$ cat src/hw/rv_pipe_pkg.sv
`default_nettype none

package rv_pipe_pkg;

    localparam int XLEN = 32;

    localparam logic [6:0] OP_REG    = 7'b0110011;
    localparam logic [6:0] OP_IMM    = 7'b0010011;
    localparam logic [6:0] OP_LUI    = 7'b0110111;
    localparam logic [6:0] OP_BRANCH = 7'b1100011;
    localparam logic [6:0] OP_JAL    = 7'b1101111;

    localparam logic [2:0] F3_ADD_SUB = 3'b000;
    localparam logic [2:0] F3_SLT     = 3'b010;
    localparam logic [2:0] F3_XOR     = 3'b100;
    localparam logic [2:0] F3_OR      = 3'b110;
    localparam logic [2:0] F3_AND     = 3'b111;
    localparam logic [2:0] F3_BEQ     = 3'b000;
    localparam logic [2:0] F3_BNE     = 3'b001;

    localparam logic [6:0] F7_BASE = 7'b0000000;
    localparam logic [6:0] F7_SUB  = 7'b0100000;

    localparam int ALU_OP_W = 3;

    localparam logic [ALU_OP_W-1:0] ALU_ADD   = 3'd0;
    localparam logic [ALU_OP_W-1:0] ALU_SUB   = 3'd1;
    localparam logic [ALU_OP_W-1:0] ALU_AND   = 3'd2;
    localparam logic [ALU_OP_W-1:0] ALU_OR    = 3'd3;
    localparam logic [ALU_OP_W-1:0] ALU_XOR   = 3'd4;
    localparam logic [ALU_OP_W-1:0] ALU_SLT   = 3'd5;
    localparam logic [ALU_OP_W-1:0] ALU_PASSB = 3'd6;

    // addi x0, x0, 0
    localparam logic [XLEN-1:0] NOP_INSTR = 32'h0000_0013;

    typedef union packed {
        struct packed {
            logic [6:0] funct7;
            logic [4:0] rs2;
            logic [4:0] rs1;
            logic [2:0] funct3;
            logic [4:0] rd;
            logic [6:0] opcode;
        } r_fmt;
        struct packed {
            logic [11:0] imm12;
            logic [4:0]  rs1;
            logic [2:0]  funct3;
            logic [4:0]  rd;
            logic [6:0]  opcode;
        } i_fmt;
        struct packed {
            logic       imm12;
            logic [5:0] imm10_5;
            logic [4:0] rs2;
            logic [4:0] rs1;
            logic [2:0] funct3;
            logic [3:0] imm4_1;
            logic       imm11;
            logic [6:0] opcode;
        } b_fmt;
        struct packed {
            logic [19:0] imm20;
            logic [4:0]  rd;
            logic [6:0]  opcode;
        } u_fmt;
        struct packed {
            logic       imm20;
            logic [9:0] imm10_1;
            logic       imm11;
            logic [7:0] imm19_12;
            logic [4:0] rd;
            logic [6:0] opcode;
        } j_fmt;
    } instr_u;

endpackage

`default_nettype wire

$ cat src/hw/decode_stage.sv
`timescale 1ns/1ps
`default_nettype none

module decode_stage (
    input  logic                             clk,
    input  logic                             reset_i,
    input  logic                             flush_i,
    input  logic                             fd_valid_i,
    input  logic [rv_pipe_pkg::XLEN-1:0]     fd_pc_i,
    input  rv_pipe_pkg::instr_u              fd_instr_i,
    input  logic [rv_pipe_pkg::XLEN-1:0]     rs1_val_i,
    input  logic [rv_pipe_pkg::XLEN-1:0]     rs2_val_i,
    output logic [4:0]                       rs1_idx_o,
    output logic [4:0]                       rs2_idx_o,
    output logic                             de_valid_o,
    output logic [rv_pipe_pkg::XLEN-1:0]     de_pc_o,
    output logic [rv_pipe_pkg::XLEN-1:0]     de_rs1_val_o,
    output logic [rv_pipe_pkg::XLEN-1:0]     de_rs2_val_o,
    output logic [rv_pipe_pkg::XLEN-1:0]     de_imm_o,
    output logic [4:0]                       de_rs1_idx_o,
    output logic [4:0]                       de_rs2_idx_o,
    output logic [4:0]                       de_rd_idx_o,
    output logic [rv_pipe_pkg::ALU_OP_W-1:0] de_alu_op_o,
    output logic                             de_use_imm_o,
    output logic                             de_wen_o,
    output logic                             de_is_branch_o,
    output logic                             de_branch_ne_o,
    output logic                             de_is_jal_o,
    output rv_pipe_pkg::instr_u              de_instr_o
);
    import rv_pipe_pkg::*;

    logic [XLEN-1:0]     imm;
    logic [4:0]          rd;
    logic [ALU_OP_W-1:0] alu_op;
    logic                use_imm;
    logic                wen;
    logic                is_branch;
    logic                branch_ne;
    logic                is_jal;

    assign rs1_idx_o = fd_instr_i.r_fmt.rs1;
    assign rs2_idx_o = fd_instr_i.r_fmt.rs2;

    always_comb begin
        imm       = '0;
        rd        = fd_instr_i.r_fmt.rd;
        alu_op    = ALU_ADD;
        use_imm   = 1'b0;
        wen       = 1'b0;
        is_branch = 1'b0;
        branch_ne = 1'b0;
        is_jal    = 1'b0;
        case (fd_instr_i.r_fmt.opcode)
            OP_IMM: begin
                imm = {{20{fd_instr_i.i_fmt.imm12[11]}}, fd_instr_i.i_fmt.imm12};
                rd  = fd_instr_i.i_fmt.rd;
                // only addi
                use_imm = (fd_instr_i.i_fmt.funct3 == F3_ADD_SUB);
                wen     = (fd_instr_i.i_fmt.funct3 == F3_ADD_SUB);
            end
            OP_REG: begin
                wen = 1'b1;
                case ({fd_instr_i.r_fmt.funct7, fd_instr_i.r_fmt.funct3})
                    {F7_BASE, F3_ADD_SUB}: alu_op = ALU_ADD;
                    {F7_SUB, F3_ADD_SUB}:  alu_op = ALU_SUB;
                    {F7_BASE, F3_AND}:     alu_op = ALU_AND;
                    {F7_BASE, F3_OR}:      alu_op = ALU_OR;
                    {F7_BASE, F3_XOR}:     alu_op = ALU_XOR;
                    {F7_BASE, F3_SLT}:     alu_op = ALU_SLT;
                    default:               wen = 1'b0;
                endcase
            end
            OP_LUI: begin
                imm     = {fd_instr_i.u_fmt.imm20, 12'b0};
                rd      = fd_instr_i.u_fmt.rd;
                alu_op  = ALU_PASSB;
                use_imm = 1'b1;
                wen     = 1'b1;
            end
            OP_BRANCH: begin
                imm = {{19{fd_instr_i.b_fmt.imm12}}, fd_instr_i.b_fmt.imm12,
                       fd_instr_i.b_fmt.imm11, fd_instr_i.b_fmt.imm10_5,
                       fd_instr_i.b_fmt.imm4_1, 1'b0};
                is_branch = (fd_instr_i.b_fmt.funct3 == F3_BEQ)
                         || (fd_instr_i.b_fmt.funct3 == F3_BNE);
                branch_ne = (fd_instr_i.b_fmt.funct3 == F3_BNE);
            end
            OP_JAL: begin
                imm = {{11{fd_instr_i.j_fmt.imm20}}, fd_instr_i.j_fmt.imm20,
                       fd_instr_i.j_fmt.imm19_12, fd_instr_i.j_fmt.imm11,
                       fd_instr_i.j_fmt.imm10_1, 1'b0};
                rd     = fd_instr_i.j_fmt.rd;
                is_jal = 1'b1;
                wen    = 1'b1;
            end
            default: begin
                // unsupported encodings retire as no-ops
                wen = 1'b0;
            end
        endcase
    end

    always_ff @(posedge clk) begin
        if (reset_i || flush_i || !fd_valid_i) begin
            de_valid_o     <= 1'b0;
            de_wen_o       <= 1'b0;
            de_is_branch_o <= 1'b0;
            de_is_jal_o    <= 1'b0;
            de_instr_o     <= NOP_INSTR;
        end else begin
            de_valid_o     <= 1'b1;
            de_wen_o       <= wen;
            de_is_branch_o <= is_branch;
            de_is_jal_o    <= is_jal;
            de_instr_o     <= fd_instr_i;
        end
    end

    always_ff @(posedge clk) begin
        de_pc_o        <= fd_pc_i;
        de_rs1_val_o   <= rs1_val_i;
        de_rs2_val_o   <= rs2_val_i;
        de_imm_o       <= imm;
        de_rs1_idx_o   <= rs1_idx_o;
        de_rs2_idx_o   <= rs2_idx_o;
        de_rd_idx_o    <= rd;
        de_alu_op_o    <= alu_op;
        de_use_imm_o   <= use_imm;
        de_branch_ne_o <= branch_ne;
    end

endmodule

`default_nettype wire

$ cat src/hw/execute_stage.sv
`timescale 1ns/1ps
`default_nettype none

module execute_stage (
    input  logic                             clk,
    input  logic                             reset_i,
    input  logic                             de_valid_i,
    input  logic [rv_pipe_pkg::XLEN-1:0]     de_pc_i,
    input  logic [rv_pipe_pkg::XLEN-1:0]     de_rs1_val_i,
    input  logic [rv_pipe_pkg::XLEN-1:0]     de_rs2_val_i,
    input  logic [rv_pipe_pkg::XLEN-1:0]     de_imm_i,
    input  logic [4:0]                       de_rd_idx_i,
    input  logic [rv_pipe_pkg::ALU_OP_W-1:0] de_alu_op_i,
    input  logic                             de_use_imm_i,
    input  logic                             de_wen_i,
    input  logic                             de_is_branch_i,
    input  logic                             de_branch_ne_i,
    input  logic                             de_is_jal_i,
    input  rv_pipe_pkg::instr_u              de_instr_i,
    input  logic                             fwd_rs1_i,
    input  logic                             fwd_rs2_i,
    output logic                             redirect_o,
    output logic [rv_pipe_pkg::XLEN-1:0]     redirect_pc_o,
    output logic                             ew_valid_o,
    output logic [rv_pipe_pkg::XLEN-1:0]     ew_pc_o,
    output rv_pipe_pkg::instr_u              ew_instr_o,
    output logic [4:0]                       ew_rd_idx_o,
    output logic                             ew_wen_o,
    output logic [rv_pipe_pkg::XLEN-1:0]     ew_result_o
);
    import rv_pipe_pkg::*;

    logic [XLEN-1:0] op_a;
    logic [XLEN-1:0] rs2_val;
    logic [XLEN-1:0] op_b;
    logic [XLEN-1:0] alu_res;
    logic [XLEN-1:0] result;
    logic            taken;

    assign op_a    = fwd_rs1_i ? ew_result_o : de_rs1_val_i;
    assign rs2_val = fwd_rs2_i ? ew_result_o : de_rs2_val_i;
    assign op_b    = de_use_imm_i ? de_imm_i : rs2_val;

    always_comb begin
        case (de_alu_op_i)
            ALU_SUB:   alu_res = op_a - op_b;
            ALU_AND:   alu_res = op_a & op_b;
            ALU_OR:    alu_res = op_a | op_b;
            ALU_XOR:   alu_res = op_a ^ op_b;
            ALU_SLT:   alu_res = {{(XLEN-1){1'b0}}, $signed(op_a) < $signed(op_b)};
            ALU_PASSB: alu_res = op_b;
            default:   alu_res = op_a + op_b;
        endcase
    end

    // link value for jal
    assign result = de_is_jal_i ? de_pc_i + XLEN'(4) : alu_res;

    assign taken = de_is_jal_i || (de_is_branch_i && ((op_a == rs2_val) ^ de_branch_ne_i));

    assign redirect_o    = de_valid_i && taken;
    assign redirect_pc_o = de_pc_i + de_imm_i;

    always_ff @(posedge clk) begin
        if (reset_i) begin
            ew_valid_o <= 1'b0;
            ew_wen_o   <= 1'b0;
            ew_instr_o <= NOP_INSTR;
        end else begin
            ew_valid_o <= de_valid_i;
            ew_wen_o   <= de_valid_i && de_wen_i;
            ew_instr_o <= de_instr_i;
        end
    end

    always_ff @(posedge clk) begin
        ew_pc_o     <= de_pc_i;
        ew_rd_idx_o <= de_rd_idx_i;
        ew_result_o <= result;
    end

endmodule

`default_nettype wire

$ cat src/hw/fetch_unit.sv
`timescale 1ns/1ps
`default_nettype none

module fetch_unit #(
    parameter logic [rv_pipe_pkg::XLEN-1:0] RESET_PC = '0
) (
    input  logic                         clk,
    input  logic                         reset_i,
    input  logic                         redirect_i,
    input  logic [rv_pipe_pkg::XLEN-1:0] redirect_pc_i,
    input  logic [rv_pipe_pkg::XLEN-1:0] sram_rdata_i,
    input  logic                         sram_data_valid_i,
    output logic [rv_pipe_pkg::XLEN-1:0] sram_addr_o,
    output logic                         sram_ren_o,
    output logic                         fd_valid_o,
    output logic [rv_pipe_pkg::XLEN-1:0] fd_pc_o,
    output rv_pipe_pkg::instr_u          fd_instr_o
);
    import rv_pipe_pkg::*;

    localparam logic [1:0] REQ_IDLE = 2'd0;
    localparam logic [1:0] REQ_PEND = 2'd1;
    localparam logic [1:0] REQ_DROP = 2'd2;

    logic [1:0]      req_state;
    logic [XLEN-1:0] pc_q;
    logic [XLEN-1:0] pc_next_q;
    logic            accept;

    assign sram_addr_o = pc_q;
    assign sram_ren_o  = (req_state != REQ_IDLE);
    // returned word belongs to the current path
    assign accept = (req_state == REQ_PEND) && sram_data_valid_i && !redirect_i;

    always_ff @(posedge clk) begin
        if (reset_i) begin
            req_state <= REQ_IDLE;
            pc_q      <= RESET_PC;
            pc_next_q <= RESET_PC;
        end else begin
            case (req_state)
                REQ_IDLE: begin
                    req_state <= REQ_PEND;
                end
                REQ_PEND: begin
                    if (sram_data_valid_i) begin
                        pc_q <= redirect_i ? redirect_pc_i : pc_q + XLEN'(4);
                    end else if (redirect_i) begin
                        // request stays on the bus, new target waits
                        req_state <= REQ_DROP;
                        pc_next_q <= redirect_pc_i;
                    end
                end
                default: begin
                    if (redirect_i) begin
                        pc_next_q <= redirect_pc_i;
                    end
                    if (sram_data_valid_i) begin
                        req_state <= REQ_PEND;
                        pc_q      <= redirect_i ? redirect_pc_i : pc_next_q;
                    end
                end
            endcase
        end
    end

    always_ff @(posedge clk) begin
        if (reset_i || !accept) begin
            fd_valid_o <= 1'b0;
            fd_instr_o <= NOP_INSTR;
        end else begin
            fd_valid_o <= 1'b1;
            fd_instr_o <= sram_rdata_i;
        end
    end

    always_ff @(posedge clk) begin
        fd_pc_o <= pc_q;
    end

endmodule

`default_nettype wire

$ cat src/hw/hazard_unit.sv
`timescale 1ns/1ps
`default_nettype none

module hazard_unit (
    input  logic [4:0] de_rs1_idx_i,
    input  logic [4:0] de_rs2_idx_i,
    input  logic [4:0] ew_rd_idx_i,
    input  logic       ew_wen_i,
    input  logic       redirect_i,
    output logic       fwd_rs1_o,
    output logic       fwd_rs2_o,
    output logic       flush_o
);

    logic ew_writes;

    // x0 is never a forwarding source
    assign ew_writes = ew_wen_i && (ew_rd_idx_i != 5'd0);

    assign fwd_rs1_o = ew_writes && (ew_rd_idx_i == de_rs1_idx_i);
    assign fwd_rs2_o = ew_writes && (ew_rd_idx_i == de_rs2_idx_i);

    // squashes fetch-to-decode and decode-to-execute together
    assign flush_o = redirect_i;

endmodule

`default_nettype wire

$ cat src/hw/reg_file.sv
`timescale 1ns/1ps
`default_nettype none

module reg_file (
    input  logic                         clk,
    input  logic                         reset_i,
    input  logic [4:0]                   rs1_idx_i,
    input  logic [4:0]                   rs2_idx_i,
    input  logic                         wen_i,
    input  logic [4:0]                   rd_idx_i,
    input  logic [rv_pipe_pkg::XLEN-1:0] rd_data_i,
    output logic [rv_pipe_pkg::XLEN-1:0] rs1_val_o,
    output logic [rv_pipe_pkg::XLEN-1:0] rs2_val_o,
    output logic [rv_pipe_pkg::XLEN-1:0] a0_o
);
    import rv_pipe_pkg::*;

    logic [XLEN-1:0] regs [1:31];

    // x0 reads zero, a same-cycle write passes straight through
    function automatic logic [XLEN-1:0] read_port(input logic [4:0] idx);
        if (idx == 5'd0) begin
            return '0;
        end else if (wen_i && (rd_idx_i == idx)) begin
            return rd_data_i;
        end
        return regs[idx];
    endfunction

    always_ff @(posedge clk) begin
        if (reset_i) begin
            for (int i = 1; i < 32; i++) begin
                regs[i] <= '0;
            end
        end else if (wen_i && (rd_idx_i != 5'd0)) begin
            regs[rd_idx_i] <= rd_data_i;
        end
    end

    always_comb begin
        rs1_val_o = read_port(rs1_idx_i);
        rs2_val_o = read_port(rs2_idx_i);
    end

    assign a0_o = regs[10];

endmodule

`default_nettype wire

$ cat src/hw/rv_pipe_top.sv
`timescale 1ns/1ps
`default_nettype none

module rv_pipe_top #(
    parameter logic [rv_pipe_pkg::XLEN-1:0] RESET_PC = '0
) (
    input  logic                         clk,
    input  logic                         reset_i,
    input  logic [rv_pipe_pkg::XLEN-1:0] sram_rdata_i,
    input  logic                         sram_data_valid_i,
    output logic [rv_pipe_pkg::XLEN-1:0] sram_addr_o,
    output logic                         sram_ren_o,
    output logic                         retire_valid_o,
    output logic [rv_pipe_pkg::XLEN-1:0] retire_pc_o,
    output rv_pipe_pkg::instr_u          retire_instr_o,
    output logic [rv_pipe_pkg::XLEN-1:0] reg_a0_o
);
    import rv_pipe_pkg::*;

    // fetch to decode
    logic                fd_valid;
    logic [XLEN-1:0]     fd_pc;
    instr_u              fd_instr;

    // register read
    logic [4:0]          rs1_idx;
    logic [4:0]          rs2_idx;
    logic [XLEN-1:0]     rs1_val;
    logic [XLEN-1:0]     rs2_val;

    // decode to execute
    logic                de_valid;
    logic [XLEN-1:0]     de_pc;
    logic [XLEN-1:0]     de_rs1_val;
    logic [XLEN-1:0]     de_rs2_val;
    logic [XLEN-1:0]     de_imm;
    logic [4:0]          de_rs1_idx;
    logic [4:0]          de_rs2_idx;
    logic [4:0]          de_rd_idx;
    logic [ALU_OP_W-1:0] de_alu_op;
    logic                de_use_imm;
    logic                de_wen;
    logic                de_is_branch;
    logic                de_branch_ne;
    logic                de_is_jal;
    instr_u              de_instr;

    // writeback and control
    logic [4:0]          ew_rd_idx;
    logic                ew_wen;
    logic [XLEN-1:0]     ew_result;
    logic                redirect;
    logic [XLEN-1:0]     redirect_pc;
    logic                fwd_rs1;
    logic                fwd_rs2;
    logic                flush;

    fetch_unit #(
        .RESET_PC          (RESET_PC)
    ) fetch_unit0 (
        .clk               (clk),
        .reset_i           (reset_i),
        .redirect_i        (flush),
        .redirect_pc_i     (redirect_pc),
        .sram_rdata_i      (sram_rdata_i),
        .sram_data_valid_i (sram_data_valid_i),
        .sram_addr_o       (sram_addr_o),
        .sram_ren_o        (sram_ren_o),
        .fd_valid_o        (fd_valid),
        .fd_pc_o           (fd_pc),
        .fd_instr_o        (fd_instr)
    );

    reg_file reg_file0 (
        .clk               (clk),
        .reset_i           (reset_i),
        .rs1_idx_i         (rs1_idx),
        .rs2_idx_i         (rs2_idx),
        .wen_i             (ew_wen),
        .rd_idx_i          (ew_rd_idx),
        .rd_data_i         (ew_result),
        .rs1_val_o         (rs1_val),
        .rs2_val_o         (rs2_val),
        .a0_o              (reg_a0_o)
    );

    decode_stage decode_stage0 (
        .clk               (clk),
        .reset_i           (reset_i),
        .flush_i           (flush),
        .fd_valid_i        (fd_valid),
        .fd_pc_i           (fd_pc),
        .fd_instr_i        (fd_instr),
        .rs1_val_i         (rs1_val),
        .rs2_val_i         (rs2_val),
        .rs1_idx_o         (rs1_idx),
        .rs2_idx_o         (rs2_idx),
        .de_valid_o        (de_valid),
        .de_pc_o           (de_pc),
        .de_rs1_val_o      (de_rs1_val),
        .de_rs2_val_o      (de_rs2_val),
        .de_imm_o          (de_imm),
        .de_rs1_idx_o      (de_rs1_idx),
        .de_rs2_idx_o      (de_rs2_idx),
        .de_rd_idx_o       (de_rd_idx),
        .de_alu_op_o       (de_alu_op),
        .de_use_imm_o      (de_use_imm),
        .de_wen_o          (de_wen),
        .de_is_branch_o    (de_is_branch),
        .de_branch_ne_o    (de_branch_ne),
        .de_is_jal_o       (de_is_jal),
        .de_instr_o        (de_instr)
    );

    hazard_unit hazard_unit0 (
        .de_rs1_idx_i      (de_rs1_idx),
        .de_rs2_idx_i      (de_rs2_idx),
        .ew_rd_idx_i       (ew_rd_idx),
        .ew_wen_i          (ew_wen),
        .redirect_i        (redirect),
        .fwd_rs1_o         (fwd_rs1),
        .fwd_rs2_o         (fwd_rs2),
        .flush_o           (flush)
    );

    // writeback register doubles as the retirement port
    execute_stage execute_stage0 (
        .clk               (clk),
        .reset_i           (reset_i),
        .de_valid_i        (de_valid),
        .de_pc_i           (de_pc),
        .de_rs1_val_i      (de_rs1_val),
        .de_rs2_val_i      (de_rs2_val),
        .de_imm_i          (de_imm),
        .de_rd_idx_i       (de_rd_idx),
        .de_alu_op_i       (de_alu_op),
        .de_use_imm_i      (de_use_imm),
        .de_wen_i          (de_wen),
        .de_is_branch_i    (de_is_branch),
        .de_branch_ne_i    (de_branch_ne),
        .de_is_jal_i       (de_is_jal),
        .de_instr_i        (de_instr),
        .fwd_rs1_i         (fwd_rs1),
        .fwd_rs2_i         (fwd_rs2),
        .redirect_o        (redirect),
        .redirect_pc_o     (redirect_pc),
        .ew_valid_o        (retire_valid_o),
        .ew_pc_o           (retire_pc_o),
        .ew_instr_o        (retire_instr_o),
        .ew_rd_idx_o       (ew_rd_idx),
        .ew_wen_o          (ew_wen),
        .ew_result_o       (ew_result)
    );

endmodule

`default_nettype wire

$ cat config.mk
export PLATFORM = sky130hd
export DESIGN_NAME = rv_pipe_top
export DESIGN_NICKNAME = d
export VERILOG_FILES = /design/src/hw/rv_pipe_pkg.sv /design/src/hw/decode_stage.sv /design/src/hw/execute_stage.sv /design/src/hw/fetch_unit.sv /design/src/hw/hazard_unit.sv /design/src/hw/reg_file.sv /design/src/hw/rv_pipe_top.sv
export SDC_FILE = /design/constraint.sdc
export NUM_CORES = 2
export LEC_CHECK = 0
export ABC_AREA = 1
export BUFFER_PORTS_ARGS = -buffer_cell sky130_fd_sc_hd__buf_2
export CORE_MARGIN = 4
export CORE_UTILIZATION = 41
export DETAILED_ROUTE_END_ITERATION = 10
export SYNTH_ARGS = -nofsm -noshare
export SYNTH_HDL_FRONTEND = slang
export SYNTH_HIERARCHICAL = 1
export SYNTH_SLANG_ARGS = --single-unit
$ cat constraint.sdc
create_clock -name clk -period 4 [get_ports clk]
set_input_delay 0.8 -clock clk [delete_from_list [all_inputs] [get_ports clk]]
set_output_delay 0.8 -clock clk [all_outputs]
set_load 0.02 [all_outputs]
# == Yosys cells after proc, flatten, opt, wreduce, memory -nomap -nowiden ==
# Memories as Yosys holds them, arrays and structs flattened. A register that Yosys moved wholly into a read port is not among the register bits.
# Index checks and enable logic that the tools add are counted.
# op_classes
add_sub_neg,5
multipliers,0
div_mod_pow,0
magnitude_cmp,1
n_eq_ne,25
n_shift,0
n_mux,45
bitwise,6
reduce_logical,33
# op_table
op,n
$mux W32,16
$pmux W32 S6,1
$pmux W32 S2,2
$pmux W32 S4,1
$add A32 B3 Y32 const B,2
$add A32 B32 Y32,2
$and A32 B32 Y32,1
$eq A32 B32 Y1,1
$lt A32 B32 Y1,1
$or A32 B32 Y32,1
$reduce_or A32 Y1,1
$sub A32 B32 Y32,1
$xor A32 B32 Y32,1
$eq A10 B3 Y1 const B,3
$eq A5 B5 Y1,4
$mux W5,3
$pmux W3 S5,1
$eq A7 B6 Y1 const B,2
$eq A7 B7 Y1 const B,2
$mux W1,14
$eq A10 B2 Y1 const B,1
$eq A10 B9 Y1 const B,1
$logic_and A1 B1 Y1,10
$logic_not A10 Y1,1
26 further kinds,42
# totals
ff_bits,418
latchBits,0
ramBits,992
romBits,0
inputBits,35
output_inout_bits,130
wordCells,143
mem_count,1
# mem_list
name,words,width,read_ports,rd_clocked_by_memory_dff,write_ports,line,source
reg_file0.regs,31,32,3,2,31,reg_file.sv:18,logic [XLEN-1:0] regs [1:31];

# == Longest topological paths before layout ==
# logic_depth
ltp_word,14
ltp_mapped,30
depth_no_buf,29

# == By module ==
# Netlist, hierarchy kept.
# modules_own_cells
mod,instances,cells_each,area_per_inst_um2,seq_area_each_um2
reg_file,1,7902,59570.9,30749.5
execute_stage,1,2059,12431.9,2062.0
fetch_unit,1,715,5353.9,2622.5
decode_stage,1,367,4608.2,3683.5
hazard_unit,1,50,206.4,0.0

# == Least setup slack after synthesis ==
# OpenSTA, ideal clock, no wires.
# synth_path
kind,register -> register
from,register execute_stage0.ew_rd_idx_o[2]
to,register execute_stage0/ew_result_o[30] (netlist name)
setup_time_ns,0.112
arrival_time_ns,3.290
slack_ns,0.598
stages_incl_launch_ff,29
period_less_slack_ns,3.402
path_cell_list,dfxtp_1 inv_2 nand2_1 nand2_1 nor2_1 nand3_1 nor2_1 buf_2 nand2_1 o21ai_0 inv_1 o21ai_0 inv_1 ha_1 inv_1 nand2_1 nor2_1 and3_1 nand2_1 nand2_1 nand2_1 nand2_1 nand3_1 nand2_1 nand2_1 nand3_1 nand3_1 nand2_1 nand2_1
# synth_via
elab_chain_cells,8
# synth_lines
element,line,source
start: declaration,execute_stage.sv:27,"output logic [4:0] ew_rd_idx_o,"
start signal: assignment,execute_stage.sv:78,ew_rd_idx_o <= de_rd_idx_i;
$reduce_bool A5 Y1,hazard_unit.sv:18,assign ew_writes = ew_wen_i && (ew_rd_idx_i != 5'd0);
$logic_and A1 B1 Y1,hazard_unit.sv:18,
$logic_and A1 B1 Y1 *,hazard_unit.sv:21,assign fwd_rs2_o = ew_writes && (ew_rd_idx_i == de_rs2_idx_i);
net fwd_rs2,rv_pipe_top.sv:55,logic fwd_rs2;
$mux W32 *,execute_stage.sv:41,assign rs2_val = fwd_rs2_i ? ew_result_o : de_rs2_val_i;
$mux W32 *,execute_stage.sv:42,assign op_b = de_use_imm_i ? de_imm_i : rs2_val;
$add A32 B32 Y32 (tied with other cells),execute_stage.sv:52,default: alu_res = op_a + op_b;
$pmux W32 S6 *,execute_stage.sv:45,case (de_alu_op_i)
$mux W32 *,execute_stage.sv:57,assign result = de_is_jal_i ? de_pc_i + XLEN'(4) : alu_res;
net execute_stage0.result[30],execute_stage.sv:37,logic [XLEN-1:0] result;
end signal: assignment,execute_stage.sv:79,ew_result_o <= result;
end: declaration,execute_stage.sv:29,output logic [rv_pipe_pkg::XLEN-1:0] ew_result_o
# Mark *: on every way through the listed nets, which the timed path passes. The rest lies on a longest branch.
# A chain may end at the register's enable or synchronous reset.

# == Worst setup path after layout ==
# layout_path
from,register execute_stage0.ew_rd_idx_o[0]
to,register fetch_unit0/fd_instr_o[4] (netlist name)
# layout_via
elab_chain_cells,13
# layout_lines
element,line,source
$reduce_bool A5 Y1,hazard_unit.sv:18,
$logic_and A1 B1 Y1,hazard_unit.sv:18,
$logic_and A1 B1 Y1 *,hazard_unit.sv:20,assign fwd_rs1_o = ew_writes && (ew_rd_idx_i == de_rs1_idx_i);
net fwd_rs1,rv_pipe_top.sv:54,logic fwd_rs1;
$mux W32 *,execute_stage.sv:40,assign op_a = fwd_rs1_i ? ew_result_o : de_rs1_val_i;
$eq A32 B32 Y1 *,execute_stage.sv:59,assign taken = de_is_jal_i || (de_is_branch_i && ((op_a == rs2_val) ^ de_branch_ne_i));
$xor A1 B1 Y1 *,execute_stage.sv:59,
$logic_and A1 B1 Y1 *,execute_stage.sv:59,
$logic_or A1 B1 Y1 *,execute_stage.sv:59,
$logic_and A1 B1 Y1 *,execute_stage.sv:61,assign redirect_o = de_valid_i && taken;
net redirect,rv_pipe_top.sv:52,logic redirect;
$logic_not A1 Y1 *,fetch_unit.sv:33,assign accept = (req_state == REQ_PEND) && sram_data_valid_i && !redirect_i;
$logic_and A1 B1 Y1 *,fetch_unit.sv:33,
$logic_not A1 Y1 *,fetch_unit.sv:68,if (reset_i || !accept) begin
$logic_or A1 B1 Y1 *,fetch_unit.sv:68,
end signal: assignment,fetch_unit.sv:73,fd_instr_o <= sram_rdata_i;
end: declaration,fetch_unit.sv:17,output rv_pipe_pkg::instr_u fd_instr_o
# Marked as above.

==> impl_summary.log <==
[metrics] post-layout util: 47.8%
[metrics] distinct cell type count of the synthesized netlist: 63
[metrics] peak-usage layer in the global routing report: met2
[metrics] root buf cell: clkbuf_16
[metrics] clock tree from TritonCTS: built
[metrics] routed length per placed instance: 24.7 µm
[metrics] vias after detailed routing: 80100
[metrics] Main synth FF type: edfxtp_1
[metrics] global-route track usage on met3: 7.59%
[metrics] GRT Total Usage: 32.1%
[metrics] DRC violations left: 0
[metrics] YS warnings: 6
[metrics] level count of the clock H-tree: 4
[metrics] met2 demand-to-capacity share in global routing: 47.2%
[metrics] Avg Synthesized Cell Area: 7.41 µm²
[metrics] filler instances: 19400
[metrics] Gate Count Post-Synth: 11100
[metrics] total die area: 0.208 mm²
[metrics] clock sink total: 1442
[metrics] Area Growth Syn to Fin: 16.0%
[metrics] register with the highest flop count: reg_file0/regs
[metrics] area post-placement: 0.0888 mm²
[metrics] highest-count cells in the layout ignoring fill and taps: nand2_1, nand3_1, inv_1
[metrics] met1 global-route usage: 43.4%
[metrics] Post-Place Setup Slack: -0.426 ns
[metrics] final routed wirelength across all metal layers: 349000 µm
[metrics] largest net degree at the start of global routing: 198
[metrics] share of the synthesized area in the top cell type: 37.4%
[metrics] hold violation total from the final report: 0
[metrics] VDD IR max: 0.414 mV
[metrics] clock edge transition at the registers on the reported setup and hold paths: 0.06 ns
[metrics] PD cells: 457 mW/mm²
[metrics] vias in the first global route: 74900
[metrics] gp weighted congestion: 0.986
[metrics] max_slew headroom: 15.5%
[metrics] transition time at the pin with the least slew margin: 1.27 ns
[metrics] tightest hold margin: 0.151 ns
[metrics] most common cell after layout, fill and taps aside: nand2_1
[metrics] number of register bits inferred by synthesis: 1442
[metrics] top cells by area, synth: edfxtp_1, nand3_1, nand2_1, dfxtp_1, inv_1
[metrics] max reg flops: 1024
[metrics] num rows: 164
[metrics] iteration-0 DRC count of the detailed router: 11600
[metrics] number of iterations in the first detailed-routing pass: 9
[metrics] Crit Path Class: flop to flop
[metrics] initial core utilization: 41.2%
[metrics] remaining antenna violation count after routing: 0
[metrics] number of enable flip-flop cells after synthesis: 1024
[metrics] area of the core: 0.199 mm²
[metrics] data required time of the critical path: 4.72 ns
[metrics] maximum clock rate: 255 MHz
[metrics] CTS Buffer Depth: 3
[metrics] vias per cell: 5.66
[metrics] die height: 456 µm
[metrics] number of buffers added to fix hold violations after cts: 0
[metrics] dominant cell type by area after synthesis: edfxtp_1
[metrics] Min Clock Period, post-route: 3.92 ns
[metrics] Final Cell Area: 0.0953 mm²
[metrics] final net count: 11500
[metrics] horizontal die dimension: 456 µm
[metrics] fraction of layout cells with a size suffix above 1: 12.5%
[metrics] initial antenna violation count: 16
[metrics] startpoint types: flop
[metrics] summed instance area of the synthesized netlist: 0.0822 mm²
[metrics] ys async rst share: 0%
[metrics] critical path data arrival time: 4.64 ns
[metrics] period utilisation layout: 98.1%
[metrics] type of element capturing the critical path: flop
[metrics] endpoints failing setup: 0
[metrics] count of pins over their slew limit: 0
[metrics] leakage dissipation: 42.5 nW
[metrics] Top Ports: 165
[metrics] worst-path fanout max: 6
[metrics] number of buffers created by CTS: 164
[metrics] status: complete, no violations
[metrics] global-route wire length before repair: 501000 µm
[metrics] kind of path behind the tightest hold check: primary input to flop
[metrics] sequential-to-total area share from yosys stat: 47.6%
[metrics] clk_skew: 0.0407 ns
[metrics] setup repair after global routing missed its margin: yes
[metrics] worst setup margin: 0.0762 ns
[metrics] half-perimeter wire length of the detailed placement result: 225000 µm
[metrics] # Max-Cap Violations: 0
[metrics] Remaining Overflow, GRT: 0
[metrics] clk_lat worst skew: 0.85 ns
[metrics] number of buffer cells added on primary ports: 164
==> per-layer routing <==
metal	wire length, µm	vias up
met5	68	-
met4	21600	10
met3	39600	872
met2	148000	5006
met1	140000	38000
li1	-	36100
==> worst max-delay path, stage by stage, from the launching register on <==
cell and delay (ns):
dfxtp_4 0.36, nor2_2 0.13, nand3_2 0.09, o21ai_2 0.17, buf_4 0.14, nor2_4 0.04
buf_12 0.13, buf_12 0.13, buf_4 0.15, o21ai_4 0.17, inv_2 0.07, nand2_1 0.07
nand2_1 0.07, nor4_2 0.28, nand2_1 0.11, nor2_1 0.12, buf_4 0.19, nand3_4 0.09
nand3_4 0.10, a21oi_4 0.09, buf_12 0.15, nor2_4 0.13, inv_2 0.08, nor3_4 0.27
clkinv_4 0.14, buf_12 0.15, or2_1 0.20
==> cell families (layout without fill, tap and decap cells) <==
family                   after synthesis  in the layout  synth area share, %
AO/OA/AOI/OAI                        772            772                 5.56
other                                  1             37              0.00456
buffers and inverters               2257           2616                 10.8
AND/OR/NAND/NOR                     6405           6405                 33.1
adder cells (fa/ha/maj)              131            131                 2.01
multiplexers                           3              3               0.0365
XOR/XNOR                              82             82                0.883
flip-flops                          1442           1442                 47.6
==> final cells by class <==
type	count	area (µm²)	share of cell area [%]
multi-input cells	7425	35100	36.9
well taps	2656	3320	3.49
diodes	5	12.5	0.0131
clock buffers	212	4540	4.77
clock inverters	91	871	0.914
repair buffers	812	6590	6.92
flip-flops and latches	1442	39200	41.1
inverters	1501	5680	5.96
==> Yosys cell counts (all sizes together) (3+ instances only) <==
library cell and instances:
o21a 17, o211ai 86, or2 92, edfxtp 1024, xor2 44, ha 129, mux2i 3, nor2 1384
o21bai 9, clkbuf 438, inv 1498, nor3 46, buf 318, nand3 2070, a31oi 16, xnor2 38
a21boi 11, dfxtp 418, and3 5, a221oi 13, a21oi 230, nand3b 7, a311oi 20, nor4 10
o22ai 31, clkinv 3, nor3b 3, a21o 15, o221ai 4, a211oi 17, o21ai 294, nand2 2769
nand4 18
==> worst paths after layout <==
| path | end | cells after the start | slack, ns | start |
|---|---|---|---|---|
| setup / recovery | fetch_unit0/fd_instr_o[4]$_SDFF_PN1_ | 26 | 0.08 | execute_stage0/ew_rd_idx_o[0]$_DFF_P_ |
| hold / removal | fetch_unit0/fd_instr_o[0]$_SDFF_PN1_ | 2 | 0.15 | sram_rdata_i[0] |
| hold reg to reg | decode_stage0/de_pc_o[18]$_DFF_P_ | 0 | 0.32 | fetch_unit0/fd_pc_o[18]$_DFF_P_ |
| setup reg to reg | fetch_unit0/fd_instr_o[4]$_SDFF_PN1_ | 26 | 0.08 | execute_stage0/ew_rd_idx_o[0]$_DFF_P_ |
==> power by group <==
part	switching (mW)	internal [mW]	leakage, nW
Sequential	0.830	16.8	14.0
Combinational	7.46	3.12	25.8
Clock	6.58	8.73	2.64
Total	14.9	28.7	42.5
==> metrics by stage <==
step           setup TNS [ns]  power, mW  cells
3_3_place_gp            -6.75       27.7  13800
6_report                    0       43.5  14100
5_1_grt                 -6.14       44.9  14100
4_1_cts                     0       43.0  14100
2_1_floorplan               0       22.7  11100
3_5_place_dp            -6.35       27.8  13800
==> repair_timing <==
action	CTS	global route
setup buffers	1	22
gates cloned	0	5
setup endpoints to repair	76	160
gates resized for setup	31	235
pin swaps	1	40
Note: power is estimated with default switching activity, not from simulation.
